File: config.mk
export PLATFORM = sky130hd
export DESIGN_NAME = mem_wb_stage
export DESIGN_NICKNAME = d
export VERILOG_FILES = /design/src/rtl/cpu_pkg.sv /design/src/rtl/mem_wb_stage.sv
export VERILOG_INCLUDE_DIRS = /design/src /design/src/rtl
export SDC_FILE = /design/constraint.sdc
export NUM_CORES = 1
export LEC_CHECK = 0
export BUFFER_PORTS_ARGS = -buffer_cell sky130_fd_sc_hd__buf_2
export CAP_MARGIN = 25
export CORE_MARGIN = 1
export CORE_UTILIZATION = 30
export CTS_BUF_LIST = sky130_fd_sc_hd__clkbuf_2 sky130_fd_sc_hd__clkbuf_4 sky130_fd_sc_hd__clkbuf_8
export CTS_CLUSTER_SIZE = 28
export DETAILED_ROUTE_END_ITERATION = 12
export REMOVE_ABC_BUFFERS = 1
export SYNTH_ARGS = -nofsm -noshare
export SYNTH_HDL_FRONTEND = slang
export SYNTH_SLANG_ARGS = --single-unit
File: constraint.sdc
create_clock -name clk -period 2.7 [get_ports clk]
set_input_delay 0.675 -clock clk [delete_from_list [all_inputs] [get_ports clk]]
set_output_delay 0.675 -clock clk [all_outputs]
set_load 0.1 [all_outputs]
File: src/rtl/cpu_params.svh
`ifndef CPU_PARAMS_SVH
`define CPU_PARAMS_SVH

////////////////////////////////////////
// memory sizing
////////////////////////////////////////

`define CPU_MEM_DEPTH 256 // words in the shared memory.
`define CPU_ADDR_W 8 // word address bits.

////////////////////////////////////////
// core sizing
////////////////////////////////////////

`define CPU_NUM_REGS 32 // architectural registers.
`define CPU_RESET_PC 0 // first fetch address.

`endif
File: src/rtl/cpu_pkg.sv
`include "cpu_params.svh"

package cpu_pkg;

	typedef logic [31:0] word_t; // data or instruction word.
	typedef logic [`CPU_ADDR_W-1:0] addr_t; // word address, pc counts words.
	typedef logic [4:0] reg_idx_t; // r0 reads zero.

	// instruction layout: op [31:26], rd [25:21], rs1 [20:16], rs2 [15:11], imm [15:0].
	// sw, beq and bne take their second source from the rd field.
	typedef enum logic [5:0] {
		OP_NOP = 6'd0,
		OP_ADD = 6'd1,
		OP_SUB = 6'd2,
		OP_AND = 6'd3,
		OP_OR = 6'd4,
		OP_ADDI = 6'd5,
		OP_LW = 6'd6,
		OP_SW = 6'd7,
		OP_BEQ = 6'd8,
		OP_BNE = 6'd9,
		OP_J = 6'd10,
		OP_HLT = 6'd11
	} opcode_t;

	typedef enum logic [1:0] {
		GNT_NONE,
		GNT_HOST,
		GNT_DATA,
		GNT_FETCH
	} grant_t;

endpackage

File: src/rtl/mem_wb_stage.sv
`timescale 1ns/1ps

module mem_wb_stage
	import cpu_pkg::*;
(
	input logic clk,
	input logic rst,
	input logic halted,
	input opcode_t mem_op,
	input reg_idx_t mem_rd,
	input word_t mem_alu,
	input word_t mem_store,
	input word_t data_rdata,
	output logic data_req,
	output logic data_we,
	output addr_t data_addr,
	output word_t data_wdata,
	output logic wb_we,
	output reg_idx_t wb_rd,
	output word_t wb_data,
	output logic halt_seen
);

	logic wb_is_load;
	word_t wb_load_q;
	word_t wb_alu_q;

	assign data_req = ((mem_op == OP_LW) || (mem_op == OP_SW)) && !halted;
	assign data_we = (mem_op == OP_SW) && !halted;
	assign data_addr = mem_alu[$bits(addr_t)-1:0];
	assign data_wdata = mem_store;

	////////////////////////////////////////
	// mem/wb register
	////////////////////////////////////////

	always_ff @(posedge clk) begin
		if (rst) begin
			wb_we <= 1'b0;
			wb_rd <= '0;
			wb_is_load <= 1'b0;
			halt_seen <= 1'b0;
		end else if (!halted) begin
			wb_we <= (mem_rd != '0); // non-writers carry rd 0.
			wb_rd <= mem_rd;
			wb_is_load <= (mem_op == OP_LW);
			halt_seen <= (mem_op == OP_HLT);
		end
	end

	always_ff @(posedge clk) begin
		if (!halted) begin
			wb_load_q <= data_rdata;
			wb_alu_q <= mem_alu;
		end
	end

	assign wb_data = wb_is_load ? wb_load_q : wb_alu_q;

endmodule

==> out/metrics.yaml <==
run:
  drv_cap: 0
clock_tree:
  numCtsBuffers: 9
  cts-root-buf: "clkbuf_8"
  cts_resized: 0
  clock_tree.buffer_depth: 2
  htreeDepth: 3
  post_cts_buffers: 0
  cts-hold-fix-buffers: 0
  clkSinkCount: 72
  clkTransAtPathRegs_ns: 0.07
  cts_tree: "yes"
  clkLatencyLatePin_ns: 0.33
synth:
  synth-compound-area-share: 0.0106
  muxShareOfSynthArea: 0.139
  yosys.area_share.adder: 0
  syn-cell-area_um2: 2950
  synth-seq-area-share: 0.706
  ys_warn_count: 0
  synthXorXnorAreaFrac: 0
  synth_top_family_by_area: "multiplexers"
  synth_area_per_cell_um2: 16.9
  yosys_register_bits: 72
  syn_inst: 175
  synth-simple-area-share: 0.0297
  netlist-cell-type-count: 19
worst_setup_path:
  crit_path_end_kind: "primary output"
  critPathLaunchType: "primary input"
  crit_fanout: 4
  worst-setup-path-type: "in2out"
  cp_data_arrival_time_ns: 1.91
  cp_data_required_time_ns: 2.03
global_route:
  antenna_found_initial: 0
  grt_usage: 0.129
  grt_max_degree: 39
  grt_pass1_wl_mm: 9.29
  grt_pass1_vias: 1718
  overflow: 0
pwr:
  vdd_drop_max_v: 0.000337
  power_density_nw_per_um2: 733
  leakage_uw: 0.00151
cells_and_area:
  area_growth_pct: 24.4
  nets: 381
  seqCellArea_um2: 2080
  diodes: 0
  fin_area_um2: 3670
  drive_above_1_share: 0.638
  multi_input_area_um2: 529
  fill_cells: 925
die:
  start_util: 0.315
  die_h_um: 101
  fp.dieW_um: 101
  die_area_um2: 10200
  ios: 191
  num_rows: 35
  core_area_um2: 9370
detailed_routing:
  routedWlPerCell_um: 16.2
  viasPerCell: 4.28
  first_pass_iters: 4
  initialDrtViolationCount: 14
  vias: 1734
  routed_wl_mm: 6.54
  drc: 0
  ant_nets: 0
place:
  io_buffers: 126
  hpwl_mm: 4.78
  pre_cts_ws_ns: 0.104
  place.gp.congestion: 0.700
  placed_area_um2: 3480
sta:
  maxSlewHeadroom: 0.663
  worst_slew_pin_slew_ns: 0.509
  hold_viol: 0
  rsz0062_at_grt: "false"
  max_freq_mhz: 386
  period_minus_slack_ns: 2.59
  maxSlewViolCount: 0
  setup-tns-final_ns: 0
  finClkSkew_ns: 0
  fin_crit_sh: 0.958
  finalWorstSetupSlack_ns: 0.112
  setup_viol: 0
hold_path:
  hold_class: "reg2reg"
outcome:
  status: "completed"
cells in the mapped netlist:
cell type / count / area [um^2]
a221oi_1: 1 / 8.76
buf_2: 4 / 20.0
buf_4: 40 / 300
clkbuf_1: 2 / 7.51
dfxtp_1: 8 / 160
edfxtp_1: 64 / 1920
inv_1: 3 / 11.3
mux2_1: 6 / 67.6
mux2_2: 26 / 293
mux2i_1: 5 / 50.1
nand2_1: 2 / 7.51
nand3b_1: 1 / 7.51
nor2_1: 5 / 18.8
nor3_1: 3 / 15.0
nor4b_2: 1 / 15.0
o22ai_1: 1 / 6.26
o41ai_2: 1 / 16.3
or4b_1: 1 / 10.0
or4b_4: 1 / 13.8
cells in the final DEF, fill, tap and decap left out, drive strengths merged:
cell,count
buf,131
edfxtp,64
mux2,32
clkbuf,9
dfxtp,8
mux2i,5
nor2,5
clkinv,4
nor3,3
inv,3
nand2,2
clkinvlp,2
or4b,2
nor4b,1
a221oi,1
nand3b,1
o41ai,1
o22ai,1
bufinv,1
per-stage QoR:
| step | power, uW | hold WS [ns] | instances | utilization |
|---|---|---|---|---|
| final | 2690 | 0.474 | 405 | 0.392 |
| after global placement | 1900 | 0.461 | 389 | 0.372 |
| after detailed placement | 1910 | 0.467 | 389 | 0.372 |
| after CTS | 2740 | 0.479 | 405 | 0.392 |
| after global routing | 2810 | 0.471 | 405 | 0.392 |
| after floorplan | 1740 | 0.747 | 129 | - |
sequential cells by signal (all words and copies together), names as in the netlist:
name,cells
wb_is_load,1
wb_alu_q,32
halt_seen,1
wb_we,1
wb_rd,5
wb_load_q,32
cell families after synthesis:
family,Yosys count
buffers and inverters,49
AND/OR/NAND/NOR,14
multiplexers,37
flip-flops,72
AO/OA/AOI/OAI,3
power by group:
group          internal [uW]  switching (uW)  leakage, uW  total (uW)
sequential              1300            18.6     0.000693        1320
clock                    417             395    0.0000901         812
combinational            109             448     0.000729         557
worst paths after layout:
kind	end	slack [ns]	cells after the start	startpoint
worst min-delay path	wb_we	0.47	2	wb_we
worst max register to register	wb_is_load	1.81	3	wb_is_load
worst max-delay path	data_we	0.11	4	mem_op[5]
worst min register to register	wb_we	0.47	2	wb_we
per-layer routing:
| layer | part of all wire | GRT usage | vias up |
|---|---|---|---|
| li1 | - | - | 795 |
| met1 | 0.38 | 0.132 | 811 |
| met2 | 0.43 | 0.177 | 119 |
| met3 | 0.17 | 0.128 | 7 |
| met4 | 0.0063 | 0.0435 | 2 |
| met5 | 0.0063 | 0.0337 | - |
layout make-up:
type / count / share of cell area
Sequential cell: 72 / 0.568
Clock buffer: 9 / 0.0338
Tap cell: 129 / 0.0440
Multi-Input combinational cell: 54 / 0.144
Clock inverter: 7 / 0.0170
Timing Repair Buffer: 131 / 0.190
Inverter: 3 / 0.00307
critical path, stage by stage:
cell     delay (ns)
buf_2          0.10
or4b_4         0.56
nor4b_2        0.35
buf_12         0.22
Note: power is estimated with default switching activity, not from simulation.
