### config.mk
export PLATFORM = sky130hd
export DESIGN_NAME = fetch_stage
export DESIGN_NICKNAME = d
export VERILOG_FILES = /design/src/rtl/cpu_pkg.sv /design/src/rtl/fetch_stage.sv
export VERILOG_INCLUDE_DIRS = /design/src /design/src/rtl
export SDC_FILE = /design/constraint.sdc
export NUM_CORES = 1
export LEC_CHECK = 0
export ABC_AREA = 1
export BUFFER_PORTS_ARGS = -buffer_cell sky130_fd_sc_hd__buf_2
export CORE_MARGIN = 1
export CORE_UTILIZATION = 47
export CTS_CLUSTER_SIZE = 14
export DETAILED_ROUTE_END_ITERATION = 6
export PLACE_DENSITY = 0.84
export SLEW_MARGIN = 30
export SYNTH_ARGS = -nofsm -noshare
export SYNTH_HDL_FRONTEND = slang
export SYNTH_SLANG_ARGS = --single-unit
### constraint.sdc
create_clock -name clk -period 6.1 [get_ports clk]
set_clock_uncertainty 0.1 [all_clocks]
set_input_delay 0.305 -clock clk [delete_from_list [all_inputs] [get_ports clk]]
set_output_delay 0.305 -clock clk [all_outputs]
set_load 0.01 [all_outputs]
### src/rtl/cpu_params.svh
`ifndef CPU_PARAMS_SVH
`define CPU_PARAMS_SVH

////////////////////////////////////////
// memory sizing
////////////////////////////////////////

`define CPU_MEM_DEPTH 256 // words in the shared memory.
`define CPU_ADDR_W 8 // word address bits.

////////////////////////////////////////
// core sizing
////////////////////////////////////////

`define CPU_NUM_REGS 32 // architectural registers.
`define CPU_RESET_PC 0 // first fetch address.

`endif
### src/rtl/cpu_pkg.sv
`include "cpu_params.svh"

package cpu_pkg;

	typedef logic [31:0] word_t; // data or instruction word.
	typedef logic [`CPU_ADDR_W-1:0] addr_t; // word address, pc counts words.
	typedef logic [4:0] reg_idx_t; // r0 reads zero.

	// instruction layout: op [31:26], rd [25:21], rs1 [20:16], rs2 [15:11], imm [15:0].
	// sw, beq and bne take their second source from the rd field.
	typedef enum logic [5:0] {
		OP_NOP = 6'd0,
		OP_ADD = 6'd1,
		OP_SUB = 6'd2,
		OP_AND = 6'd3,
		OP_OR = 6'd4,
		OP_ADDI = 6'd5,
		OP_LW = 6'd6,
		OP_SW = 6'd7,
		OP_BEQ = 6'd8,
		OP_BNE = 6'd9,
		OP_J = 6'd10,
		OP_HLT = 6'd11
	} opcode_t;

	typedef enum logic [1:0] {
		GNT_NONE,
		GNT_HOST,
		GNT_DATA,
		GNT_FETCH
	} grant_t;

endpackage

### src/rtl/fetch_stage.sv
`timescale 1ns/1ps
`include "cpu_params.svh"

module fetch_stage
	import cpu_pkg::*;
(
	input logic clk,
	input logic rst,
	input logic run,
	input logic halted,
	input logic stall,
	input logic redirect,
	input addr_t redirect_pc,
	input logic fetch_gnt,
	input word_t fetch_rdata,
	output logic fetch_req,
	output addr_t pc,
	output addr_t id_pc,
	output word_t id_inst
);

	word_t inst_q;
	logic id_valid; // if/id holds an instruction not yet taken by decode.

	assign fetch_req = run && !halted && !stall;

	// a held word that decode already took shows up as a nop.
	assign id_inst = id_valid ? inst_q : word_t'(0);

	always_ff @(posedge clk) begin
		if (rst) begin
			pc <= addr_t'(`CPU_RESET_PC);
			id_valid <= 1'b0;
		end else if (!halted) begin
			if (redirect) begin
				pc <= redirect_pc;
				id_valid <= 1'b0; // squash the wrong path.
			end else if (stall) begin
				pc <= pc;
			end else if (fetch_gnt) begin
				pc <= pc + addr_t'(1);
				id_valid <= 1'b1;
			end else begin
				id_valid <= 1'b0;
			end
		end
	end

	always_ff @(posedge clk) begin
		if (!halted && !redirect && !stall && fetch_gnt) begin
			inst_q <= fetch_rdata;
			id_pc <= pc;
		end
	end

endmodule

==> flow_summary.yaml <==
worst_setup_path:
  crit_required_ps: 5690
  slowest_delay_ps: 670
  crit_chain: "nand2_1, inv_1, buf_2"
  crit_slowest_cell: "dfxtp_2"
  startpoint_type: "flop"
  crit_path_end_kind: "output port"
  r2r_slack_ps: 4800
  critPathKind: "reg2out"
  crit_arrival_ps: 1300
  crit_path_max_fanout: 33
clock_network:
  ctsHtreeMaxLevel: 2
  cts-root-buf: "clkbuf_8"
  cts_setup_buffers: 0
  cts.repair.resized: 0
  cts_tree: "built"
  clock_sinks: 49
  holdBufCountCts: 0
  cts.clk_slew.worst_paths_ps: 80
  clk_path_buf_depth: 2
  clk_latency_ps: 290
  cts_buffers: 5
route:
  drcViolationCount: 0
  wl_per_cell_um: 11.71
  drt_iter0_drc: 115
  ant_nets: 0
  firstDrtPassIters: 4
  routed_wl_um: 4040
  vias_per_cell: 4.626
  vias: 1596
worst_hold_path:
  hp-class: "in2reg"
yosys:
  synth.avg_cell_area_um2: 10.40
  syn_area_mm2: 0.002049
  yosysUniqueCellTypes: 24
  synth_top_family_by_area: "simple AND/OR/NAND/NOR gates"
  syn_inst: 197
  yosys_warnings: 0
  synth_seq_cells: 49
  synthSimpleGateAreaFrac_pct: 16.91
  synth_xor_area_share_pct: 0
  ys_seq_area_share_pct: 67.40
  synthMuxAreaShare_pct: 0
  synth_compound_area_share_pct: 6.166
  syn-num-nets: 245
  synthAdderAreaFrac_pct: 0.6105
final_layout:
  drive_gt1_share_pct: 39.66
  final_common_cell: "buf_2"
  insertedDiodeCount: 0
  fin_cells: 345
  areaGrowthSynthToFinish_pct: 30.65
  most-common-layout-cells: "buf_2, nand2_1, edfxtp_1, inv_1, nor2_1"
  fillerInstances: 339
  nets: 342
place:
  place_inst: 337
  gp_congestion: 0.7593
  io_buffers: 95
  dpl.hpwl_um: 3050
pwr:
  netSwitchingPower_uw: 134.7
  seq_power_share_pct: 62.3
  ir_drop_mv: 0.1180
  p_leak_nw: 1.422
  p_per_area_mw_per_mm2: 228.8
  p_clk_share_pct: 28.8
  internal_power_uw: 478.0
  p_comb_share_pct: 8.9
  p_sw_share_pct: 21.98
sta:
  max_freq_ghz: 0.5851
  slew_violations: 0
  finalSetupViolations: 0
  slew_headroom_pct: 52.10
  finalCritPeriodShare_pct: 28.02
  period_minus_slack_ps: 1709
  setup_tns_ps: 0
  worst_pin_slew_ps: 716.8
  hold_viol: 0
  rsz0062_at_grt: "no"
global_routing:
  grt_pass1_wl_um: 6161
  antenna_found_initial: 0
  grt_overflow: 0
  grt_max_degree: 34
  grt_pass1_vias: 1347
  grt_use_total_pct: 18.62
floorplan:
  die_h_um: 68.04
  io_pins: 96
  rows: 23
  die_w_um: 68.04
  core_area_mm2: 0.004086
  dieArea_mm2: 0.004629
  initial_core_util_pct: 50.15
outcome:
  outcome: "completed"
job:
  cap_violations: 0
-- state kept, by name, summed over array words and instances (netlist names) --
signal,cells
id_pc,8
id_valid,1
inst_q,32
pc,8
-- area by class of cell --
class / instances / area, um2 / share of cell area, %
Clock buffer: 6 / 72.57 / 2.710
Clock inverter: 2 / 10.01 / 0.3738
Inverter: 41 / 153.9 / 5.748
Multi-Input combinational cell: 101 / 493.0 / 18.41
Sequential cell: 49 / 1383 / 51.64
Tap cell: 50 / 62.56 / 2.336
Timing Repair Buffer: 96 / 503.0 / 18.79
-- final timing paths --
check | start | endpoint | cells after the start
worst min-delay path | fetch_rdata[20] | inst_q[20]$_DFFE_PP_ | 1
worst max register to register | pc[1]$_SDFFE_PP0P_ | pc[6]$_SDFFE_PP0P_ | 7
worst min register to register | pc[4]$_SDFFE_PP0P_ | id_pc[4]$_DFFE_PP_ | 0
worst max-delay path | id_valid$_SDFFE_PP0P_ | id_inst[18] | 3
-- routing by layer --
layer	track usage [%]	part of all wire (%)	vias to the layer above
met4	6.250	1.4	0
met2	30.88	47	68
met5	0	0	-
li1	-	-	813
met3	6.333	9.5	6
met1	22.56	42	709
-- synthesized netlist by cell type --
master | count | share of area, %
dfxtp_1 | 9 | 8.8
nand2_2 | 3 | 0.92
o21ai_0 | 4 | 0.98
o21ai_2 | 1 | 0.43
nand3_1 | 6 | 1.5
a21oi_4 | 1 | 0.79
inv_1 | 39 | 7.1
nor2_1 | 11 | 2.0
nor2_4 | 2 | 1.1
o21ai_1 | 4 | 0.98
o21a_1 | 1 | 0.37
a21oi_1 | 8 | 2.0
nor2_2 | 1 | 0.31
nand2_1 | 53 | 9.7
nor3b_1 | 1 | 0.37
edfxtp_1 | 40 | 59
buf_2 | 5 | 1.2
nand2_4 | 1 | 0.55
clkbuf_1 | 1 | 0.18
o211ai_1 | 1 | 0.37
nor3_2 | 1 | 0.49
inv_2 | 2 | 0.37
a31oi_1 | 1 | 0.31
ha_1 | 1 | 0.61
-- stage by stage --
step / cell area, um2 / setup slack, ps / hold WS [ps] / power [mW] / util (%)
global placement: 2566 / 4086 / 381.7 / 0.4410 / 62.80
CTS: 2676 / 4006 / 72.05 / 0.6205 / 65.49
floorplan: 2049 / 3306 / 274.1 / 0.4147 / -
detailed placement: 2594 / 4168 / 383.4 / 0.4443 / 63.47
global route: 2678 / 4250 / 65.00 / 0.6418 / 65.52
finish: 2678 / 4391 / 82.94 / 0.6127 / 65.52
-- cell families after synthesis --
| group | count (synthesis) |
|---|---|
| compound gates | 21 |
| fa+ha+maj | 1 |
| buf+inv | 47 |
| flops | 49 |
| simple gates | 79 |
-- power groups by stage --
| stage | registers (mW) | clock network (mW) | logic [mW] |
|---|---|---|---|
| after floorplan | 0.389 | 0 | 0.0256 |
| after global placement | 0.389 | 0 | 0.0522 |
| after detailed placement | 0.389 | 0 | 0.0551 |
| after CTS | 0.382 | 0.184 | 0.0553 |
| after global routing | 0.383 | 0.197 | 0.0617 |
| final | 0.382 | 0.176 | 0.0546 |
-- critical path, delay by kind of cell, from the launching register on --
kind	cells	cell delay, ps
simple gates	1	130
buf+inv	2	200
flops	1	670
Note: power is estimated with default switching activity, not from simulation.
