**config.mk**
```make
export PLATFORM = sky130hd
export DESIGN_NAME = execute_stage
export DESIGN_NICKNAME = d
export VERILOG_FILES = /design/src/rtl/cpu_pkg.sv /design/src/rtl/execute_stage.sv
export VERILOG_INCLUDE_DIRS = /design/src /design/src/rtl
export SDC_FILE = /design/constraint.sdc
export NUM_CORES = 1
export LEC_CHECK = 0
export BUFFER_PORTS_ARGS = -buffer_cell sky130_fd_sc_hd__buf_2
export CAP_MARGIN = 10
export CORE_ASPECT_RATIO = 0.75
export CORE_MARGIN = 2
export CORE_UTILIZATION = 46
export DETAILED_ROUTE_END_ITERATION = 10
export HOLD_SLACK_MARGIN = 0.1
export PLACE_DENSITY = 0.8
export REMOVE_ABC_BUFFERS = 1
export SLEW_MARGIN = 40
export SYNTH_ARGS = -nofsm -noshare
export SYNTH_HDL_FRONTEND = slang
export SYNTH_SLANG_ARGS = --single-unit
```
**constraint.sdc**
```tcl
create_clock -name clk -period 6.1 [get_ports clk]
set_input_delay 1.525 -clock clk [delete_from_list [all_inputs] [get_ports clk]]
set_output_delay 1.525 -clock clk [all_outputs]
set_load 0.01 [all_outputs]
```
**src/rtl/cpu_params.svh**
```systemverilog
`ifndef CPU_PARAMS_SVH
`define CPU_PARAMS_SVH

////////////////////////////////////////
// memory sizing
////////////////////////////////////////

`define CPU_MEM_DEPTH 256 // words in the shared memory.
`define CPU_ADDR_W 8 // word address bits.

////////////////////////////////////////
// core sizing
////////////////////////////////////////

`define CPU_NUM_REGS 32 // architectural registers.
`define CPU_RESET_PC 0 // first fetch address.

`endif
```
**src/rtl/cpu_pkg.sv**
```systemverilog
`include "cpu_params.svh"

package cpu_pkg;

	typedef logic [31:0] word_t; // data or instruction word.
	typedef logic [`CPU_ADDR_W-1:0] addr_t; // word address, pc counts words.
	typedef logic [4:0] reg_idx_t; // r0 reads zero.

	// instruction layout: op [31:26], rd [25:21], rs1 [20:16], rs2 [15:11], imm [15:0].
	// sw, beq and bne take their second source from the rd field.
	typedef enum logic [5:0] {
		OP_NOP = 6'd0,
		OP_ADD = 6'd1,
		OP_SUB = 6'd2,
		OP_AND = 6'd3,
		OP_OR = 6'd4,
		OP_ADDI = 6'd5,
		OP_LW = 6'd6,
		OP_SW = 6'd7,
		OP_BEQ = 6'd8,
		OP_BNE = 6'd9,
		OP_J = 6'd10,
		OP_HLT = 6'd11
	} opcode_t;

	typedef enum logic [1:0] {
		GNT_NONE,
		GNT_HOST,
		GNT_DATA,
		GNT_FETCH
	} grant_t;

endpackage

```
**src/rtl/execute_stage.sv**
```systemverilog
`timescale 1ns/1ps

module execute_stage
	import cpu_pkg::*;
(
	input logic clk,
	input logic rst,
	input logic halted,
	input opcode_t ex_op,
	input reg_idx_t ex_rs1,
	input reg_idx_t ex_rs2,
	input reg_idx_t ex_rd,
	input word_t ex_a,
	input word_t ex_b,
	input word_t ex_imm,
	input addr_t ex_pc,
	input logic wb_we,
	input reg_idx_t wb_rd,
	input word_t wb_data,
	output logic redirect,
	output addr_t redirect_pc,
	output opcode_t mem_op,
	output reg_idx_t mem_rd,
	output word_t mem_alu,
	output word_t mem_store
);

	word_t op_a;
	word_t op_b;
	word_t alu_res;
	logic taken;

	// ex/mem first, then mem/wb; a load result is only ready from mem/wb.
	function automatic word_t fwd(input reg_idx_t idx, input word_t reg_val);
		word_t val;
		if (idx == '0) begin
			val = reg_val;
		end else if ((mem_rd == idx) && (mem_op != OP_LW)) begin
			val = mem_alu;
		end else if (wb_we && (wb_rd == idx)) begin
			val = wb_data;
		end else begin
			val = reg_val;
		end
		return val;
	endfunction

	always_comb begin
		op_a = fwd(ex_rs1, ex_a);
		op_b = fwd(ex_rs2, ex_b);
		case (ex_op)
			OP_ADD: alu_res = op_a + op_b;
			OP_SUB: alu_res = op_a - op_b;
			OP_AND: alu_res = op_a & op_b;
			OP_OR: alu_res = op_a | op_b;
			OP_ADDI, OP_LW, OP_SW: alu_res = op_a + ex_imm;
			default: alu_res = '0;
		endcase
	end

	////////////////////////////////////////
	// branch and jump resolution
	////////////////////////////////////////

	always_comb begin
		taken = ((ex_op == OP_BEQ) && (op_a == op_b)) ||
			((ex_op == OP_BNE) && (op_a != op_b));
		redirect = taken || (ex_op == OP_J) || (ex_op == OP_HLT);
		if (ex_op == OP_J) begin
			redirect_pc = ex_imm[$bits(addr_t)-1:0];
		end else if (ex_op == OP_HLT) begin
			redirect_pc = ex_pc; // park fetch on the hlt, younger work squashed.
		end else begin
			redirect_pc = ex_pc + addr_t'(1) + ex_imm[$bits(addr_t)-1:0];
		end
	end

	always_ff @(posedge clk) begin
		if (rst) begin
			mem_op <= OP_NOP;
			mem_rd <= '0;
		end else if (!halted) begin
			mem_op <= ex_op;
			mem_rd <= ex_rd;
		end
	end

	always_ff @(posedge clk) begin
		if (!halted) begin
			mem_alu <= alu_res;
			mem_store <= op_b;
		end
	end

endmodule

```
==> out/qor.txt <==
============================================================================
Biggest area consumer among synthesized cells                       edfxtp_1
Cell with the most instances on the worst path                         buf_4
Slowest cell delay on critical path                                   340 ps
Height of the die                                                     129 um
Worst path cell trace                                           buf_6 -> buf_4 -> nor3_1 -> and2_1 -> buf_4 -> buf_4 -> o22a_1 -> ha_4 -> and4_4 -> nand3_1 -> nor3_2 -> nand3_1 -> nor4_2 -> buf_4 -> xor2_1 -> nor2_1 -> nor3_2 -> buf_2
Category of the critical setup timing path                      input pin to output pin
Flip-flop cell with the highest count after synthesis               edfxtp_1
RSZ-0062 raised after global routing                                    true
Core region area                                                  20300 um^2
Number of H-tree levels                                                    3
Internal power of the cells                                          1.67 mW
Violations in the final reports                                 setup timing
Multiplexer area fraction after synthesis                              3.81%
Clk sinks                                                                 75
Share of synthesized area occupied by flip-flops and latches           22.3%
Total clock buffers created by CTS                                         9
Hold-fix buffer count after cts                                            0
Synthesized-area fraction occupied by xor and xnor cells               7.49%
Final-report max-slew violation count                                      0
Switching portion of total power                                       37.8%
Share of total power in sequential cells                               23.2%
Worst endpoint data arrival time                                     4970 ps
Number of synthesized register bits                                       75
Starting utilization of the core area                                  47.2%
Final Util                                                             69.7%
I/O pin total                                                            250
Number of unique standard cell types used by synthesis                    91
Critical path startpoint category                                  input pin
Final setup violation count                                                1
Max IR drop VDD                                                     0.151 mV
Count of flip-flops with a built-in enable after synthesis                64
Post-synthesis compound-gate area fraction                             30.2%
FFs w/ async S/R, synth                                                   0%
Maximum achievable frequency                                         154 MHz
Initial antenna violation count                                            2
Max Fanout on Critical Path                                               12
Synthesized-area fraction occupied by adder cells                      14.5%
Total power consumption of the routed design                         2.69 mW
Vias in the first global route                                         11.1k
Iteration-0 DRC Markers                                                 1154
GRT met1 Usage                                                         45.3%
Post-synthesis area per instance                                   8.24 um^2
Final clock period utilization by the worst path                        106%
Total of buffers placed on input and output ports                        249
DRT Pass-1 Iters                                                           7
Post-synthesis to final-layout area growth                             47.7%
Share of the synthesized area in the top cell type                     20.0%
Cell with the largest stage delay on the worst path                   nor3_1
# Max-Cap Violations                                                       0
Routed wirelength normalized by instance count                       20.5 um
Multi-input logic area                                             7570 um^2
Largest family of logic cells by synthesized area               compound AO/OA/AOI/OAI gates
Vias                                                                   11.6k
Fraction of layout cells with a size suffix above 1                    40.7%
Maximum number of buffers from clock root to sink                          2
Combined area of all synthesized cells                             9590 um^2
Post-detailed-route count of antenna-violating nets                        0
Minimum setup slack after placement                                  -668 ps
Headroom to the max-slew limit                                         45.3%
Category of the worst setup path capture point                    output pin
GR met2 Demand/Resource                                                53.8%
Outcome                                                         complete, but fails checks
Fillcell total                                                          1557
Most common library cell in the layout ignoring fill and taps          buf_4
Sequential cell area                                               2140 um^2
Worst-Margin Slew                                                     821 ps
Chip width                                                            171 um
Maximum number of pins on one net before global-route repair              35
Commonest cells after routing, fill and taps aside              buf_4, buf_2, nor2_1
Final GP Congestion                                                    0.992
Placed Instance Area                                              12900 um^2
Row Count                                                                 45
Leakage power figure                                                 6.63 nW
Worst Clk Skew                                                       8.15 ps
CTS tree                                                                 yes
Combinational fraction of design power                                 53.3%
Per-cell via count in the routed design                                 6.00
Final nets                                                              1910
Count of final hold-check violations                                       0
Total routed wirelength                                             39600 um
Worst Hold Class                                                register to register
Number of warning messages in the yosys log                                0
Min Tclk post-route                                                  6490 ps
Clock-pin slew on the worst setup and hold paths                       60 ps
Main area contributors after synthesis                          edfxtp_1, ha_1, o22a_1, xnor2_1, a21oi_1
Clock power frac                                                       23.5%
Area enclosed by the die boundary                                 22000 um^2
Grt total ovfl                                                             0
Power per cell area                                              190 nW/um^2
Clk Tree Root Cell                                                 clkbuf_16
GR met3 Demand/Resource                                                6.38%
Number of instances in the synthesized netlist                          1164
Most Crowded Layer GR                                                   met2
Total negative slack for setup checks                                -391 ps
Simple-Gate Fraction of Synth Area                                     15.7%
HPWL after DPL                                                      29200 um
Clock network latency to the later pin of the worst-skew pair         360 ps
Global-route wire length before repair                              58600 um
Required time at the endpoint of the critical path                   4580 ps
Final worst-path setup slack                                         -391 ps
Net Sw Power                                                         1.02 mW
Post-route cell area                                              14200 um^2
DRC violations left                                                        0
Total global routing track utilization                                 33.9%
============================================================================
-- worst paths after layout --
path / from / to / slack (ps) / depth (start not counted)
max reg2reg: mem_op[0] / mem_alu[31] / 760 / 24
min reg2reg: mem_op[5] / mem_op[5] / 510 / 2
min: mem_op[5] / mem_op[5] / 510 / 2
max: ex_rs1[0] / redirect / -390 / 18
-- per-layer routing --
| metal | wire length, um | vias up |
|---|---|---|
| li1 | - | 5258 |
| met1 | 16300 | 5376 |
| met2 | 17400 | 794 |
| met3 | 4120 | 141 |
| met4 | 1760 | 0 |
| met5 | 0 | - |
-- sequential cells by signal (all words and copies together), names as in the netlist --
| name | flops |
|---|---|
| mem_alu | 32 |
| mem_store | 32 |
| mem_op | 6 |
| mem_rd | 5 |
-- area by class of cell --
class	count	share of cell area, %
sequential	75	15.1
timing repair buffer	521	24.2
multi-input combinational	946	53.4
clock buffer	15	2.42
clock inverter	1	0.0353
antenna	2	0.0353
inverter	85	2.25
tap	282	2.49
-- cells in the mapped netlist, types with 5 or more instances --
library cell / number
xnor2_1: 53
o22ai_1: 30
a21o_1: 26
o211ai_1: 6
inv_1: 83
a221oi_1: 15
o21bai_1: 13
o221ai_1: 7
nor2_1: 105
nand2_1: 84
nand4_1: 6
and3_1: 14
o21ai_1: 11
a2bb2oi_1: 5
nor2b_1: 8
ha_1: 103
xor2_1: 29
o21ai_0: 69
a21oi_1: 87
clkbuf_1: 44
edfxtp_1: 64
dfxtp_1: 11
o31ai_1: 6
mux2i_1: 29
nor3_1: 31
o22a_1: 66
nand2b_1: 8
a222oi_1: 5
nand3_1: 19
buf_1: 7
and2_1: 8
-- power by group through the flow --
stage	Combinational, mW	Clock (mW)	Sequential [mW]
2_1_floorplan	0.690	0	0.645
3_3_place_gp	1.22	0	0.632
3_5_place_dp	1.25	0	0.632
4_1_cts	1.32	0.630	0.622
5_1_grt	1.54	0.647	0.627
6_report	1.43	0.632	0.625
-- logic make-up (layout without fill, tap and decap cells) --
| group | after synthesis | after routing |
|---|---|---|
| mux | 35 | 35 |
| buf+inv | 143 | 622 |
| fa+ha+maj | 110 | 110 |
| simple gates | 316 | 316 |
| compound gates | 403 | 403 |
| xor+xnor | 82 | 82 |
| other cells | 0 | 2 |
| flops | 75 | 75 |
-- timing repair --
item,4_1_cts,5_1_grt
setup buffers,13,8
setup endpoints to repair,10,21
pin swaps,38,52
resized for setup,76,64
-- metrics by stage --
stage                     hold WS (ps)  instances
after floorplan                    542       1106
after global placement             497       1888
after detailed placement           503       1888
after CTS                          518       1917
after global routing               556       1926
final                              514       1927
-- critical path: cells and delay by family --
kind	cells	cell delay [ps]
fa+ha+maj	1	150
compound gates	1	270
xor+xnor	1	130
buf+inv	6	1140
simple gates	9	1740
Power figures use the tool's default switching activity.
