File: config.mk
export PLATFORM = sky130hd
export DESIGN_NAME = decode_stage
export DESIGN_NICKNAME = d
export VERILOG_FILES = /design/src/rtl/cpu_pkg.sv /design/src/rtl/decode_stage.sv
export VERILOG_INCLUDE_DIRS = /design/src /design/src/rtl
export SDC_FILE = /design/constraint.sdc
export NUM_CORES = 2
export LEC_CHECK = 0
export BUFFER_PORTS_ARGS = -buffer_cell sky130_fd_sc_hd__buf_2
export CAP_MARGIN = 20
export CORE_UTILIZATION = 45
export CTS_CLUSTER_DIAMETER = 50
export DETAILED_ROUTE_END_ITERATION = 10
export GPL_ROUTABILITY_DRIVEN = 0
export GPL_TIMING_DRIVEN = 1
export SYNTH_ARGS = -nofsm -noshare
export SYNTH_HDL_FRONTEND = slang
export SYNTH_SLANG_ARGS = --single-unit
File: constraint.sdc
create_clock -name clk -period 3.45 [get_ports clk]
set_input_delay 0.69 -clock clk [delete_from_list [all_inputs] [get_ports clk]]
set_output_delay 0.69 -clock clk [all_outputs]
set_load 0.05 [all_outputs]
File: src/rtl/cpu_params.svh
`ifndef CPU_PARAMS_SVH
`define CPU_PARAMS_SVH

////////////////////////////////////////
// memory sizing
////////////////////////////////////////

`define CPU_MEM_DEPTH 256 // words in the shared memory.
`define CPU_ADDR_W 8 // word address bits.

////////////////////////////////////////
// core sizing
////////////////////////////////////////

`define CPU_NUM_REGS 32 // architectural registers.
`define CPU_RESET_PC 0 // first fetch address.

`endif
File: src/rtl/cpu_pkg.sv
`include "cpu_params.svh"

package cpu_pkg;

	typedef logic [31:0] word_t; // data or instruction word.
	typedef logic [`CPU_ADDR_W-1:0] addr_t; // word address, pc counts words.
	typedef logic [4:0] reg_idx_t; // r0 reads zero.

	// instruction layout: op [31:26], rd [25:21], rs1 [20:16], rs2 [15:11], imm [15:0].
	// sw, beq and bne take their second source from the rd field.
	typedef enum logic [5:0] {
		OP_NOP = 6'd0,
		OP_ADD = 6'd1,
		OP_SUB = 6'd2,
		OP_AND = 6'd3,
		OP_OR = 6'd4,
		OP_ADDI = 6'd5,
		OP_LW = 6'd6,
		OP_SW = 6'd7,
		OP_BEQ = 6'd8,
		OP_BNE = 6'd9,
		OP_J = 6'd10,
		OP_HLT = 6'd11
	} opcode_t;

	typedef enum logic [1:0] {
		GNT_NONE,
		GNT_HOST,
		GNT_DATA,
		GNT_FETCH
	} grant_t;

endpackage

File: src/rtl/decode_stage.sv
`timescale 1ns/1ps
`include "cpu_params.svh"

module decode_stage
	import cpu_pkg::*;
(
	input logic clk,
	input logic rst,
	input logic halted,
	input addr_t id_pc,
	input word_t id_inst,
	input logic flush,
	input reg_idx_t ex_rd,
	input logic ex_is_load,
	input logic wb_we,
	input reg_idx_t wb_rd,
	input word_t wb_data,
	output logic stall,
	output opcode_t ex_op,
	output reg_idx_t ex_rs1,
	output reg_idx_t ex_rs2,
	output reg_idx_t ex_rd_out,
	output word_t ex_a,
	output word_t ex_b,
	output word_t ex_imm,
	output addr_t ex_pc
);

	word_t regs [`CPU_NUM_REGS];
	opcode_t op;
	reg_idx_t rs1;
	reg_idx_t rs2;
	reg_idx_t rd;
	word_t imm;
	word_t a_val;
	word_t b_val;

	function automatic word_t read_reg(input reg_idx_t idx);
		word_t val;
		if (idx == '0) begin
			val = '0;
		end else if (wb_we && (wb_rd == idx)) begin
			val = wb_data; // write-first.
		end else begin
			val = regs[idx];
		end
		return val;
	endfunction

	always_ff @(posedge clk) begin
		if (wb_we && !halted) begin
			regs[wb_rd] <= wb_data;
		end
	end

	////////////////////////////////////////
	// field decode
	////////////////////////////////////////

	always_comb begin
		if (id_inst[31:26] <= OP_HLT) begin
			op = opcode_t'(id_inst[31:26]);
		end else begin
			op = OP_NOP; // unknown opcodes do nothing.
		end
		imm = {{16{id_inst[15]}}, id_inst[15:0]};
		case (op)
			OP_ADD, OP_SUB, OP_AND, OP_OR: begin
				rd = id_inst[25:21];
				rs1 = id_inst[20:16];
				rs2 = id_inst[15:11];
			end
			OP_ADDI, OP_LW: begin
				rd = id_inst[25:21];
				rs1 = id_inst[20:16];
				rs2 = '0;
			end
			OP_SW, OP_BEQ, OP_BNE: begin
				rd = '0;
				rs1 = id_inst[20:16];
				rs2 = id_inst[25:21]; // second source sits in the rd field.
			end
			default: begin
				rd = '0;
				rs1 = '0;
				rs2 = '0;
			end
		endcase
		a_val = read_reg(rs1);
		b_val = read_reg(rs2);
	end

	// load in execute feeding the instruction here.
	assign stall = ex_is_load && (ex_rd != '0) && ((rs1 == ex_rd) || (rs2 == ex_rd));

	////////////////////////////////////////
	// id/ex register
	////////////////////////////////////////

	always_ff @(posedge clk) begin
		if (rst) begin
			ex_op <= OP_NOP;
			ex_rs1 <= '0;
			ex_rs2 <= '0;
			ex_rd_out <= '0;
		end else if (!halted) begin
			if (stall || flush) begin
				ex_op <= OP_NOP; // bubble.
				ex_rs1 <= '0;
				ex_rs2 <= '0;
				ex_rd_out <= '0;
			end else begin
				ex_op <= op;
				ex_rs1 <= rs1;
				ex_rs2 <= rs2;
				ex_rd_out <= rd;
			end
		end
	end

	always_ff @(posedge clk) begin
		if (!halted) begin
			ex_a <= a_val;
			ex_b <= b_val;
			ex_imm <= imm;
			ex_pc <= id_pc;
		end
	end

	no_r0_write: assert property (
		@(posedge clk) disable iff (rst) wb_we |-> (wb_rd != '0)
	);

endmodule

==> impl_metrics.csv <==
group,metric,value,unit
run_status,status,"finished clean",
grt,use_met1,46.1,%
timing,fin_worst_skew,0.0290,ns
detailed_routing,vias,41701,
detailed_routing,drc,0,
grt,antenna_found_initial,12,
worst_setup_path,r2r_setup_slack,1.31,ns
timing,final.setup.worst_slack,0.0274,ns
clock_network,cts_hold_buf,0,
clock_network,cts_root_buf,"clkbuf_16",
timing,max_slew_margin,22.8,%
clock_network,cts_max_path_buffers,3,
grt,grt_pass1_wl,290000,um
synth,syn_nets,4107,
synth,avgSynthCellArea,13.4,um^2
floorplan,row_count,126,
grt,top_usage_layer,"met2",
timing,finalSetupViolations,0,
detailed_routing,finalWirelength,207000,um
clock_network,htreeDepth,4,
timing,maxSlewViolCount,0,
placed_design,preCtsSetupSlack,-0.232,ns
timing,hold_slack,0.110,ns
placed_design,placed_cell_area,0.0599,mm^2
grt,track_usage,33.7,%
clock_network,clk_latency,0.75,ns
worst_setup_path,r2r_cells,7,
synth,synthTopCellsByArea,"edfxtp_1 (62%), a211oi_1 (4.5%), mux2i_1 (4.2%), mux4_2 (4.0%), nand2_1 (4.0%)",
hold_path,whs_path_depth,1,
detailed_routing,antenna_left,0,
job,drv_cap,0,
placed_design,portBuffers,213,
grt,met3_usage,8.43,%
clock_network,cts_buffers,138,
detailed_routing,drtIter0Drc,6292,
worst_setup_path,timing.rr.end,"ex_a[22]",
timing,hold_violations,0,
worst_setup_path,worst_setup_path_end_kind,"output pin",
synth,netlist_area,0.0537,mm^2
floorplan,start_util,45.4,%
floorplan,die_h,347,um
synth,synth_largest_area_cell,"edfxtp_1",
finish,drive_above_1_share,22.3,%
power_and_ir_drop,peakVddDrop,0.491,mV
synth,synthCells,4019,
timing,fmax,292,MHz
detailed_routing,wire_per_inst,34.6,um
floorplan,dieArea,0.121,mm^2
worst_setup_path,max_stage_delay,0.51,ns
detailed_routing,post_drt_via_cell_ratio,6.96,
worst_setup_path,worst_ep_required_time,2.76,ns
hold_path,hp-class,"input port to flip-flop",
synth,synth_seq_cells,1133,
clock_network,cts_sinks,1133,
floorplan,coreArea,0.118,mm^2
finish,area_growth,20.6,%
worst_setup_path,timing.rr.start,"regs[26][22]",
worst_setup_path,path_class,"input port to output pin",
worst_setup_path,crit_chain,"buf_2 > or4_1 > o221a_1 > or3_1 > a221oi_2 > o221ai_2 > inv_2 > buf_4",
synth,synth_top_area_share,62.2,%
power_and_ir_drop,total_leakage_power,22.3,nW
hold_path,hold_start,"id_pc[5]",
finish,num-nets-final,4428,
finish,design_area,0.0647,mm^2
grt,grt_pass1_vias,39628,
synth,synth-edff-count,1112,
synth,synthDistinctLibCells,74,
detailed_routing,firstDrtPassIters,7,
worst_setup_path,crit_buf_inv,3,
floorplan,pin_count,214,
timing,rsz0062_at_grt,"false",
clock_network,cts_tree,"yes",
hold_path,holdPathEnd,"ex_pc[5]",
timing,post-route-min-period,3.42,ns
timing,worstMarginPinSlew,1.15,ns
floorplan,die_w,347,um
timing,fin_crit_sh,99.2,%
synth,async_flop_share,0,%
finish,nFillCells,9617,
worst_setup_path,cp_slowest_cell,"or4_1",
grt,gr-total-overflow,0,
worst_setup_path,critPathArrivalTime,2.73,ns
synth,yosys_warnings,0,
synth,ys_top_cells_by_count,"edfxtp_1 (1,112), nand2_1 (567), and3_1 (325), a211oi_1 (320), clkbuf_1 (303)",
grt,grt_start_max_net_pins,125,
power_and_ir_drop,p_per_area,512,mW/mm^2
synth,synth_seq_area_share,63.0,%
synth,synth_flop_cell,"edfxtp_1",
synth,yosysMostFrequentCell,"edfxtp_1",
placed_design,hpwl,123000,um
worst_setup_path,start_kind,"input port",
clock_network,cts.clk_slew.worst_paths,0.06,ns
grt,met2_usage,50.5,%
worst_setup_path,cp_top_family,"simple AND/OR/NAND/NOR gates",
worst_setup_path,critPathMaxFanout,2,
-- sequential cells by signal, summed over array words and instances, names as in the netlist, 6 cells and up --
register  cells
ex_pc         8
regs       1024
ex_a         32
ex_b         32
ex_op         6
ex_imm       16
-- cell type report --
| cell class | instances | area (um^2) | share of cell area, % |
|---|---|---|---|
| Sequential cell | 1133 | 33800 | 52.3 |
| Multi-Input combinational cell | 2453 | 18500 | 28.6 |
| Timing Repair Buffer | 575 | 5630 | 8.71 |
| Clock buffer | 161 | 3670 | 5.67 |
| Tap cell | 1536 | 1920 | 2.97 |
| Clock inverter | 86 | 1030 | 1.60 |
| Inverter | 39 | 149 | 0.230 |
| Antenna cell | 5 | 12.5 | 0.0193 |
-- layer usage --
metal / wire (um) / part of all wire, % / up-vias
li1: - / - / 16893
met1: 79900 / 39 / 21117
met2: 91800 / 44 / 3087
met3: 26000 / 13 / 596
met4: 9470 / 4.6 / 8
met5: 100 / 0.048 / -
-- layout by cell type, fill, tap and decap left out, drive strengths merged, types with 7 or more instances in the layout --
master and instances:
a221o 64, buf 574, nor2b 67, and3 326, a32o 46, inv 48, a31oi 130, clkinvlp 9
a22oi 35, clkbuf 162, bufinv 20, nand2 567, nor3 7, a311oi 64, o211ai 33, a211oi 320
clkinv 48, nand3 14, mux2i 224, nand4 8, mux4 96, o31ai 32, nor2 50, mux2 32
edfxtp 1112, dfxtp 21, a221oi 65, o32ai 34, o21ai 78, and2 8, xnor2 8, o221ai 97
-- stage by stage --
| stage | instances | setup TNS (ns) | util [%] | total power [mW] |
|---|---|---|---|---|
| 2_1_floorplan | 4019 | 0 | - | 17.0 |
| 3_3_place_gp | 5731 | -5.38 | 50.7 | 18.2 |
| 3_5_place_dp | 5731 | -6.65 | 50.7 | 18.3 |
| 4_1_cts | 5979 | 0 | 54.7 | 33.2 |
| 5_1_grt | 5987 | 0 | 54.8 | 33.8 |
| 6_report | 5988 | 0 | 54.8 | 33.1 |
-- how the worst max path moves through the flow --
stage | from | cells past startpoint | slack [ns] | endpoint
6_report | ex_rd[3] | 8 | 0.03 | stall
5_1_grt | ex_rd[3] | 8 | 0.0001 | stall
4_1_cts | id_inst[26] | 9 | 0.01 | stall
3_5_place_dp | id_inst[30] | 11 | -0.23 | stall
3_3_place_gp | id_inst[29] | 11 | -0.31 | stall
2_1_floorplan | id_inst[27] | 9 | 0.20 | stall
-- power breakdown --
| part | switching, mW | total, mW | internal [mW] |
|---|---|---|---|
| registers | 0.105 | 15.4 | 15.3 |
| clock network | 5.92 | 15.1 | 9.14 |
| logic | 1.79 | 2.65 | 0.860 |
-- timing repair --
action / CTS / global route
pin swaps: 1 / 0
resized for setup: 6 / 2
gates cloned: 0 / 1
endpoints found under the setup margin: 1 / 1
buffers inserted: 1 / 3
-- worst register-to-register path: cells and delay by family (launching register included) --
| family | cells | cell delay (ns) |
|---|---|---|
| DFF | 1 | 0.41 |
| AOI/OAI and AO/OA | 4 | 0.64 |
| muxes | 1 | 0.48 |
| buffers and inverters | 2 | 0.39 |
-- kinds of logic after synthesis --
family	Yosys count	synth area share, %
AND/OR/NAND/NOR	1075	9.77
buffers and inverters	433	3.36
flip-flops	1133	63.0
multiplexers	352	8.88
XOR/XNOR	11	0.180
AO/OA/AOI/OAI	1015	14.8
No activity file was read; power rests on OpenSTA's default activity.
