[config.mk]
export PLATFORM = sky130hd
export DESIGN_NAME = mem_arbiter
export DESIGN_NICKNAME = d
export VERILOG_FILES = /design/src/rtl/cpu_pkg.sv /design/src/rtl/mem_arbiter.sv
export VERILOG_INCLUDE_DIRS = /design/src /design/src/rtl
export SDC_FILE = /design/constraint.sdc
export NUM_CORES = 1
export LEC_CHECK = 0
export BUFFER_PORTS_ARGS = -buffer_cell sky130_fd_sc_hd__clkbuf_2
export CORE_MARGIN = 8
export CORE_UTILIZATION = 30
export DETAILED_ROUTE_END_ITERATION = 16
export PLACE_DENSITY = 0.91
export SLEW_MARGIN = 20
export SYNTH_ARGS = -nofsm -noshare
export SYNTH_HDL_FRONTEND = slang
export SYNTH_SLANG_ARGS = --single-unit
[constraint.sdc]
create_clock -name vclk -period 4.5
set_clock_uncertainty 0.1 [all_clocks]
set_input_delay 0.45 -clock vclk [all_inputs]
set_output_delay 0.45 -clock vclk [all_outputs]
set_load 0.005 [all_outputs]
[src/rtl/cpu_params.svh]
`ifndef CPU_PARAMS_SVH
`define CPU_PARAMS_SVH

////////////////////////////////////////
// memory sizing
////////////////////////////////////////

`define CPU_MEM_DEPTH 256 // words in the shared memory.
`define CPU_ADDR_W 8 // word address bits.

////////////////////////////////////////
// core sizing
////////////////////////////////////////

`define CPU_NUM_REGS 32 // architectural registers.
`define CPU_RESET_PC 0 // first fetch address.

`endif
[src/rtl/cpu_pkg.sv]
`include "cpu_params.svh"

package cpu_pkg;

	typedef logic [31:0] word_t; // data or instruction word.
	typedef logic [`CPU_ADDR_W-1:0] addr_t; // word address, pc counts words.
	typedef logic [4:0] reg_idx_t; // r0 reads zero.

	// instruction layout: op [31:26], rd [25:21], rs1 [20:16], rs2 [15:11], imm [15:0].
	// sw, beq and bne take their second source from the rd field.
	typedef enum logic [5:0] {
		OP_NOP = 6'd0,
		OP_ADD = 6'd1,
		OP_SUB = 6'd2,
		OP_AND = 6'd3,
		OP_OR = 6'd4,
		OP_ADDI = 6'd5,
		OP_LW = 6'd6,
		OP_SW = 6'd7,
		OP_BEQ = 6'd8,
		OP_BNE = 6'd9,
		OP_J = 6'd10,
		OP_HLT = 6'd11
	} opcode_t;

	typedef enum logic [1:0] {
		GNT_NONE,
		GNT_HOST,
		GNT_DATA,
		GNT_FETCH
	} grant_t;

endpackage

[src/rtl/mem_arbiter.sv]
`timescale 1ns/1ps

module mem_arbiter
	import cpu_pkg::*;
(
	input logic host_req,
	input logic host_we,
	input addr_t host_addr,
	input word_t host_wdata,
	input logic data_req,
	input logic data_we,
	input addr_t data_addr,
	input word_t data_wdata,
	input logic fetch_req,
	input addr_t fetch_addr,
	output logic host_gnt,
	output logic data_gnt,
	output logic fetch_gnt,
	output logic mem_we,
	output addr_t mem_addr,
	output word_t mem_wdata
);

	grant_t winner;

	always_comb begin
		if (host_req) begin
			winner = GNT_HOST;
		end else if (data_req) begin
			winner = GNT_DATA;
		end else if (fetch_req) begin
			winner = GNT_FETCH;
		end else begin
			winner = GNT_NONE;
		end
	end

	assign host_gnt = (winner == GNT_HOST);
	assign data_gnt = (winner == GNT_DATA);
	assign fetch_gnt = (winner == GNT_FETCH);

	always_comb begin
		case (winner)
			GNT_HOST: begin
				mem_addr = host_addr;
				mem_wdata = host_wdata;
				mem_we = host_we;
			end
			GNT_DATA: begin
				mem_addr = data_addr;
				mem_wdata = data_wdata;
				mem_we = data_we;
			end
			default: begin
				mem_addr = fetch_addr; // fetch or idle, read only.
				mem_wdata = '0;
				mem_we = 1'b0;
			end
		endcase
	end

endmodule

==> results of run 1 <==
[Yosys cell counts, drive strengths merged]
library cell,instances,share of area [%]
a21o,1,1.0
nor2,35,18
o21ai,8,5.4
a22oi,41,46
inv,1,0.50
buf,13,17
clkbuf,2,1.0
a21oi,1,0.67
ha,4,6.7
nand2,8,4.0
or2,1,0.84
[worst max path at each step]
stage               slack [ns]       endpoint  depth (start not counted)  startpoint
floorplan                 2.37  mem_wdata[21]                          7    host_req
global placement          1.24  mem_wdata[16]                          6    host_req
detailed placement        1.15  mem_wdata[14]                          6    host_req
CTS                       1.17  mem_wdata[14]                          6    host_req
global route              0.94  mem_wdata[14]                          6    host_req
finish                    1.16  mem_wdata[14]                          6    host_req
[layer usage]
layer / part of all wire, % / track usage (%) / vias up
li1: - / - / 670
met1: 36 / 17.0 / 566
met2: 51 / 29.5 / 65
met3: 13 / 4.92 / 0
met4: 0 / 0.533 / 0
met5: 0 / 0 / -
[worst max-delay path: cells and delay by family]
kind	cells	cell delay [ns]
buffers and inverters	3	1.14
adders and majority gates	1	0.90
and+or+nand+nor	2	0.29
[power by group]
group | switching (mW) | internal, mW
logic | 0.0753 | 0.0763
clock network | 0 | 0
registers | 0 | 0
total | 0.0753 | 0.0763
[stage by stage]
stage               instance area [µm²]  worst slack [ns]  instances  util [%]
CTS                                1360              1.17        269      56.2
finish                             1360              1.16        269      56.2
floorplan                           748              2.37        115         -
global placement                   1360              1.24        269      56.2
global route                       1360             0.943        269      56.2
detailed placement                 1360              1.15        269      56.2
[final cells by class]
cell class / instances / share of cell area [%]
tap: 30 / 2.77
multi-input combinational: 99 / 45.2
timing repair buffer: 139 / 51.7
inverter: 1 / 0.277
[cells by family after synthesis]
kind of cell | Yosys count | share of synthesized area [%]
adders and majority gates | 4 | 6.69
AOI/OAI and AO/OA | 51 | 52.8
and+or+nand+nor | 44 | 22.4
buffers and inverters | 16 | 18.1
==> run summary, run 1 <==
vias in the first global route -> 1239
hold_buf cts -> 0
Distinct cells, synth -> 15
CP max FO -> 42
RSZ-0062 raised after global routing -> no
synth-to-layout area growth -> 81.1%
CP endpoint kind -> primary output
Multi-input gate area -> 613 µm²
IO Pins -> 137
Worst IR Drop VDD -> 0.0761 mV
Worst EP required -> 3.95 ns
FF+latch area -> 0 µm²
PD cells -> 112 nW/µm²
Die X -> 65.9 µm
first-pass GRT wire length -> 5740 µm
DR DRC count -> 0
Die Y -> 65.9 µm
hold path startpoint -> fetch_addr[2]
Detail Route Antenna Nets -> 0
total wire length -> 3850 µm
Detailed Place HPWL -> 3290 µm
ANT cells -> 0
WL per Instance -> 14.3 µm
hold depth -> 4
number of sequential cells -> 0
Max stage delay cell, worst path -> ha_1
nets -> 338
arrival time at the worst endpoint -> 2.79 ns
Max transition margin -> 42.2%
Final GP Congestion -> 0.833
period utilization -> 74.3%
Hold WC Path Type -> primary input to primary output
Pre-antenna DRT Iters -> 4
Slew @ Worst Pin -> 0.867 ns
WS Path Type -> primary input to primary output
setup tns final -> 0 ns
leading cell type in the layout, fill and taps excluded -> clkbuf_2
Post-Syn Area per Cell -> 6.51 µm²
Rows -> 18
CP Cell Sequence -> clkbuf_2 -> nor2_1 -> ha_1 -> buf_4 -> nor2_1 -> clkbuf_2
largest net degree at the start of global routing -> 43
core area -> 2410 µm²
die footprint -> 4350 µm²
Warnings, synthesis -> 0
GRT Overall Usage -> 15.5%
Initial DRC Count -> 95
vias per std cell -> 4.84
Period minus WS final -> 3.34 ns
Setup Fix Bufs, Post-CTS -> 0
most frequent cells in the layout -> 137 x clkbuf_2, 35 x nor2_1, 34 x a22oi_1, 8 x nand2_1, 7 x a22oi_2
grt total ovfl -> 0
Post-Synthesis Net Count -> 212
Clock buffer cells -> 0
total power draw -> 152 µW
Max Cap Violations -> 0
Final Max Slew Viols -> 0
layout cells sized above 1 -> 61.1%
register area share after synthesis -> 0%
setup violators final -> 0
Max Clock Freq -> 299 MHz
antenna violations before repair -> 0
post_cts resized -> 0
critical path startpoint category -> primary input
routed via count -> 1301
final hold violations -> 0
Synth Instances -> 115
Fill cells -> 252
synthesized area -> 748 µm²
slowest cell delay on critical path -> 0.90 ns
IO buf count -> 137
WHS Endpoint -> mem_addr[2]
Pleak -> 0.839 nW
hold slack -> 1.08 ns
status -> finished, final reports clean
Starting Density -> 31.0%
Power figures use the tool's default switching activity.
==> run 2: changes to the inputs <==
--- a/config.mk
+++ b/config.mk
@@ -6,11 +6,12 @@
 export SDC_FILE = /design/constraint.sdc
 export NUM_CORES = 1
 export LEC_CHECK = 0
+export ABC_AREA = 1
 export BUFFER_PORTS_ARGS = -buffer_cell sky130_fd_sc_hd__clkbuf_2
 export CORE_MARGIN = 8
-export CORE_UTILIZATION = 30
+export CORE_UTILIZATION = 26
 export DETAILED_ROUTE_END_ITERATION = 16
-export PLACE_DENSITY = 0.91
+export PLACE_DENSITY = 0.81
 export SLEW_MARGIN = 20
 export SYNTH_ARGS = -nofsm -noshare
 export SYNTH_HDL_FRONTEND = slang
==> constraint.sdc (replaced) <==
create_clock -name vclk -period 2.8
set_clock_uncertainty 0.1 [all_clocks]
set_input_delay 0.28 -clock vclk [all_inputs]
set_output_delay 0.28 -clock vclk [all_outputs]
set_load 0.005 [all_outputs]
==> run summary, run 2 <==
arrival time at the worst endpoint -> 1.78 ns
Initial DRC Count -> 47
Max Cap Violations -> 0
routed via count -> 1478
setup violators final -> 0
Detail Route Antenna Nets -> 0
Synth Instances -> 172
Area after DPL -> 1460 µm²
Rows -> 20
WS Path Type -> primary input to primary output
Distinct cells, synth -> 8
Pre-antenna DRT Iters -> 4
hold_buf cts -> 0
Int Power -> 120 µW
switching power -> 127 µW
nets -> 399
share of the synthesized area in the top cell type -> 53.9%
FF+latch area -> 0 µm²
Post-Syn Area per Cell -> 4.61 µm²
register area share after synthesis -> 0%
RSZ-0062 raised after global routing -> no
multiplexer area fraction after synthesis -> 0%
Worst EP required -> 2.42 ns
IO buf count -> 137
leading area contributor after synthesis -> nand2_1
antenna violations before repair -> 0
Max transition margin -> 78.2%
cell with the most instances after synthesis -> nand2_1
critical path startpoint category -> primary input
fin util -> 48.9%
synth-to-layout area growth -> 83.4%
Synth Area in XOR/XNOR -> 0%
Commonest cells post-synth -> 114 x nand2_1, 30 x a21oi_1, 7 x buf_2
Synth Area in Simple Gates -> 53.9%
largest net degree at the start of global routing -> 28
final setup margin -> 0.642 ns
CP endpoint kind -> primary output
layout cells sized above 1 -> 49.0%
main combinational cell family by area after synthesis -> simple AND/OR/NAND/NOR gates
Post-Synthesis Net Count -> 269
Area contributors post-synth -> nand2_1 54%, a21oi_1 19%, ha_1 6.3%, buf_6 5.7%, a21oi_2 5.5%
vias per std cell -> 4.44
Die X -> 71.2 µm
part of the power in registers -> 0%
Worst IR Drop VDD -> 0.0919 mV
Fill cells -> 332
dpl cells -> 333
Setup Fix Bufs, Post-CTS -> 0
synthesized area -> 793 µm²
clock share of power -> 0%
WL per Instance -> 12.0 µm
Pleak -> 0.948 nW
grt total ovfl -> 0
Comb pwr share -> 100.0%
period utilization -> 77.1%
Period minus WS final -> 2.16 ns
Synth Area in Compound Gates -> 24.4%
total wire length -> 4010 µm
hold slack -> 0.733 ns
total power draw -> 246 µW
Max Clock Freq -> 463 MHz
most frequent cells in the layout -> 137 x clkbuf_2, 114 x nand2_1, 30 x a21oi_1
core area -> 2980 µm²
Die Y -> 71.2 µm
switching portion of total power -> 51.4%
IO Pins -> 137
status -> finished, final reports clean
Detailed Place HPWL -> 3550 µm
number of sequential cells -> 0
GRT Overall Usage -> 14.4%
Slew @ Worst Pin -> 0.327 ns
first-pass GRT wire length -> 6410 µm
post_cts resized -> 0
leading cell type in the layout, fill and taps excluded -> clkbuf_2
setup tns final -> 0 ns
Post-Layout Cell Count -> 333
Adder-Cell Fraction of Synth Area -> 6.31%
ANT cells -> 0
Clock buffer cells -> 0
Final Max Slew Viols -> 0
CP max FO -> 21
pre-CTS setup slack -> 0.612 ns
DR DRC count -> 0
Starting Density -> 26.6%
Warnings, synthesis -> 0
fin area -> 1460 µm²
Final GP Congestion -> 0.831
Hold WC Path Type -> primary input to primary output
die footprint -> 5070 µm²
vias in the first global route -> 1493
final hold violations -> 0
PD cells -> 169 nW/µm²
[run 2: final timing paths]
kind | startpoint | end | slack [ns] | cells past startpoint
min | fetch_addr[4] | mem_addr[4] | 0.73 | 4
max | host_req | mem_addr[0] | 0.64 | 8
[run 2: power by group through the flow]
stage | Combinational [mW] | Clock (mW) | Sequential, mW
3_3_place_gp | 0.248 | 0 | 0
5_1_grt | 0.280 | 0 | 0
3_5_place_dp | 0.251 | 0 | 0
4_1_cts | 0.252 | 0 | 0
2_1_floorplan | 0.121 | 0 | 0
6_report | 0.246 | 0 | 0
[run 2: layer usage]
metal | part of all wire, % | vias up | track usage, %
met5 | 0 | - | 0
met4 | 0 | 0 | 0
met3 | 15 | 0 | 6.69
met2 | 51 | 82 | 28.2
met1 | 35 | 607 | 14.1
li1 | - | 789 | -
[run 2: cell type report]
class | instances | area (µm²) | area share [%]
Tap cell | 33 | 41.3 | 2.84
Inverter | 5 | 18.8 | 1.29
Timing Repair Buffer | 142 | 723 | 49.7
Multi-Input combinational cell | 153 | 672 | 46.2
[run 2: critical path: stages]
cell	delay, ns
clkbuf_2	0.20
a21oi_1	0.30
ha_1	0.30
buf_4	0.21
inv_1	0.22
nand2_1	0.09
nand2_1	0.06
clkbuf_2	0.11
[run 2: kinds of logic after synthesis]
| group | after synthesis |
|---|---|
| simple gates | 114 |
| compound gates | 35 |
| buf+inv | 19 |
| fa+ha+maj | 4 |
==> run 3: changes to the inputs <==
==> constraint.sdc (replaced) <==
create_clock -name vclk -period 1.75
set_clock_uncertainty 0.1 [all_clocks]
set_input_delay 0.175 -clock vclk [all_inputs]
set_output_delay 0.175 -clock vclk [all_outputs]
set_load 0.005 [all_outputs]
==> run summary, run 3 (same netlist as run 2, synthesis figures left out) <==
Period minus WS final -> 1.63 ns
final hold violations -> 0
first-pass GRT wire length -> 6070 µm
Setup Fix Bufs, Post-CTS -> 0
setup violators final -> 0
period utilization -> 93.1%
part of the power in registers -> 0%
RSZ-0062 raised after global routing -> no
FF+latch area -> 0 µm²
core area -> 2980 µm²
antenna violations before repair -> 0
Fill cells -> 335
setup tns final -> 0 ns
Worst IR Drop VDD -> 0.135 mV
Final Max Slew Viols -> 0
CP endpoint kind -> primary output
WL per Instance -> 11.9 µm
DR DRC count -> 0
vias per std cell -> 4.43
Initial DRC Count -> 33
switching portion of total power -> 50.4%
Rows -> 20
Detailed Place HPWL -> 3520 µm
Max Cap Violations -> 0
CP endpoint -> mem_wdata[19]
arrival time at the worst endpoint -> 1.35 ns
Max transition margin -> 82.4%
status -> finished, final reports clean
Pre-antenna DRT Iters -> 4
GRT Overall Usage -> 13.6%
CP max FO -> 16
Starting Density -> 26.6%
clock share of power -> 0%
nets -> 403
Die Y -> 71.2 µm
Multi-input gate area -> 682 µm²
Int Power -> 203 µW
Detail Route Antenna Nets -> 0
routed via count -> 1493
Hold WC Path Type -> primary input to primary output
largest net degree at the start of global routing -> 27
layout cells sized above 1 -> 50.7%
hold_buf cts -> 0
Pleak -> 0.968 nW
Comb pwr share -> 100.0%
PD cells -> 273 nW/µm²
die footprint -> 5070 µm²
switching power -> 206 µW
IO buf count -> 137
Max Clock Freq -> 614 MHz
post_cts resized -> 0
IO Pins -> 137
number of sequential cells -> 0
most frequent cells in the layout -> 137 x clkbuf_2, 114 x nand2_1, 28 x a21oi_1, 7 x a21oi_2, 7 x buf_4
vias in the first global route -> 1385
synth-to-layout area growth -> 89.4%
leading cell type in the layout, fill and taps excluded -> clkbuf_2
total wire length -> 4010 µm
Final GP Congestion -> 0.831
total power draw -> 410 µW
Slew @ Worst Pin -> 0.264 ns
Die X -> 71.2 µm
Crit. Startpoint -> host_req
Worst EP required -> 1.47 ns
ANT cells -> 0
WS Path Type -> primary input to primary output
Clock buffer cells -> 0
grt total ovfl -> 0
critical path startpoint category -> primary input
run 3: cell count changes in the layout (fill, tap and decap cells not counted):
cell,before,now
ha_1,4,3
buf_6,0,2
ha_2,0,1
a21oi_2,5,7
a21oi_1,30,28
buf_4,5,7
run 3: how the worst min path moves through the flow:
stage | start | slack (ns) | cells after the start | endpoint
2_1_floorplan | fetch_addr[1] | 0.35 | 2 | mem_addr[1]
3_3_place_gp | fetch_addr[1] | 0.52 | 4 | mem_addr[1]
3_5_place_dp | fetch_addr[1] | 0.52 | 4 | mem_addr[1]
4_1_cts | fetch_addr[1] | 0.52 | 4 | mem_addr[1]
5_1_grt | fetch_addr[5] | 0.55 | 4 | mem_addr[5]
6_report | fetch_addr[1] | 0.52 | 4 | mem_addr[1]
run 3: routing by layer:
layer | part of all wire (%) | global-route usage, % | vias up
met5 | 0 | 0 | -
met4 | 0 | 0 | 0
met3 | 14 | 6.42 | 0
met2 | 49 | 26.1 | 83
met1 | 37 | 13.5 | 613
li1 | - | - | 797
run 3: critical path, stage by stage:
cell	delay [ns]
clkbuf_2	0.15
a21oi_2	0.15
buf_4	0.14
ha_2	0.21
buf_6	0.18
nand2_1	0.06
a21oi_1	0.15
clkbuf_2	0.14
run 3: per-stage QoR:
stage / std cells / setup WS, ns / utilization (%) / hold slack [ns] / instance area, µm²
6_report: 337 / 0.121 / 50.5 / 0.519 / 1500
3_3_place_gp: 336 / 0.0545 / 49.6 / 0.517 / 1480
4_1_cts: 336 / 0.0380 / 49.6 / 0.524 / 1480
5_1_grt: 337 / 0.0268 / 50.5 / 0.546 / 1500
3_5_place_dp: 336 / 0.0437 / 49.6 / 0.523 / 1480
2_1_floorplan: 172 / 0.242 / - / 0.346 / 793
run 3: cell type report:
type | instances | area share (%)
timing repair buffer | 146 | 50.6
multi-input combinational | 153 | 45.4
tap | 33 | 2.75
inverter | 5 | 1.25
run 3: power groups by stage:
| stage | registers, mW | logic, mW | clock network (mW) |
|---|---|---|---|
| floorplan | 0 | 0.193 | 0 |
| global placement | 0 | 0.405 | 0 |
| detailed placement | 0 | 0.409 | 0 |
| CTS | 0 | 0.411 | 0 |
| global route | 0 | 0.459 | 0 |
| finish | 0 | 0.410 | 0 |
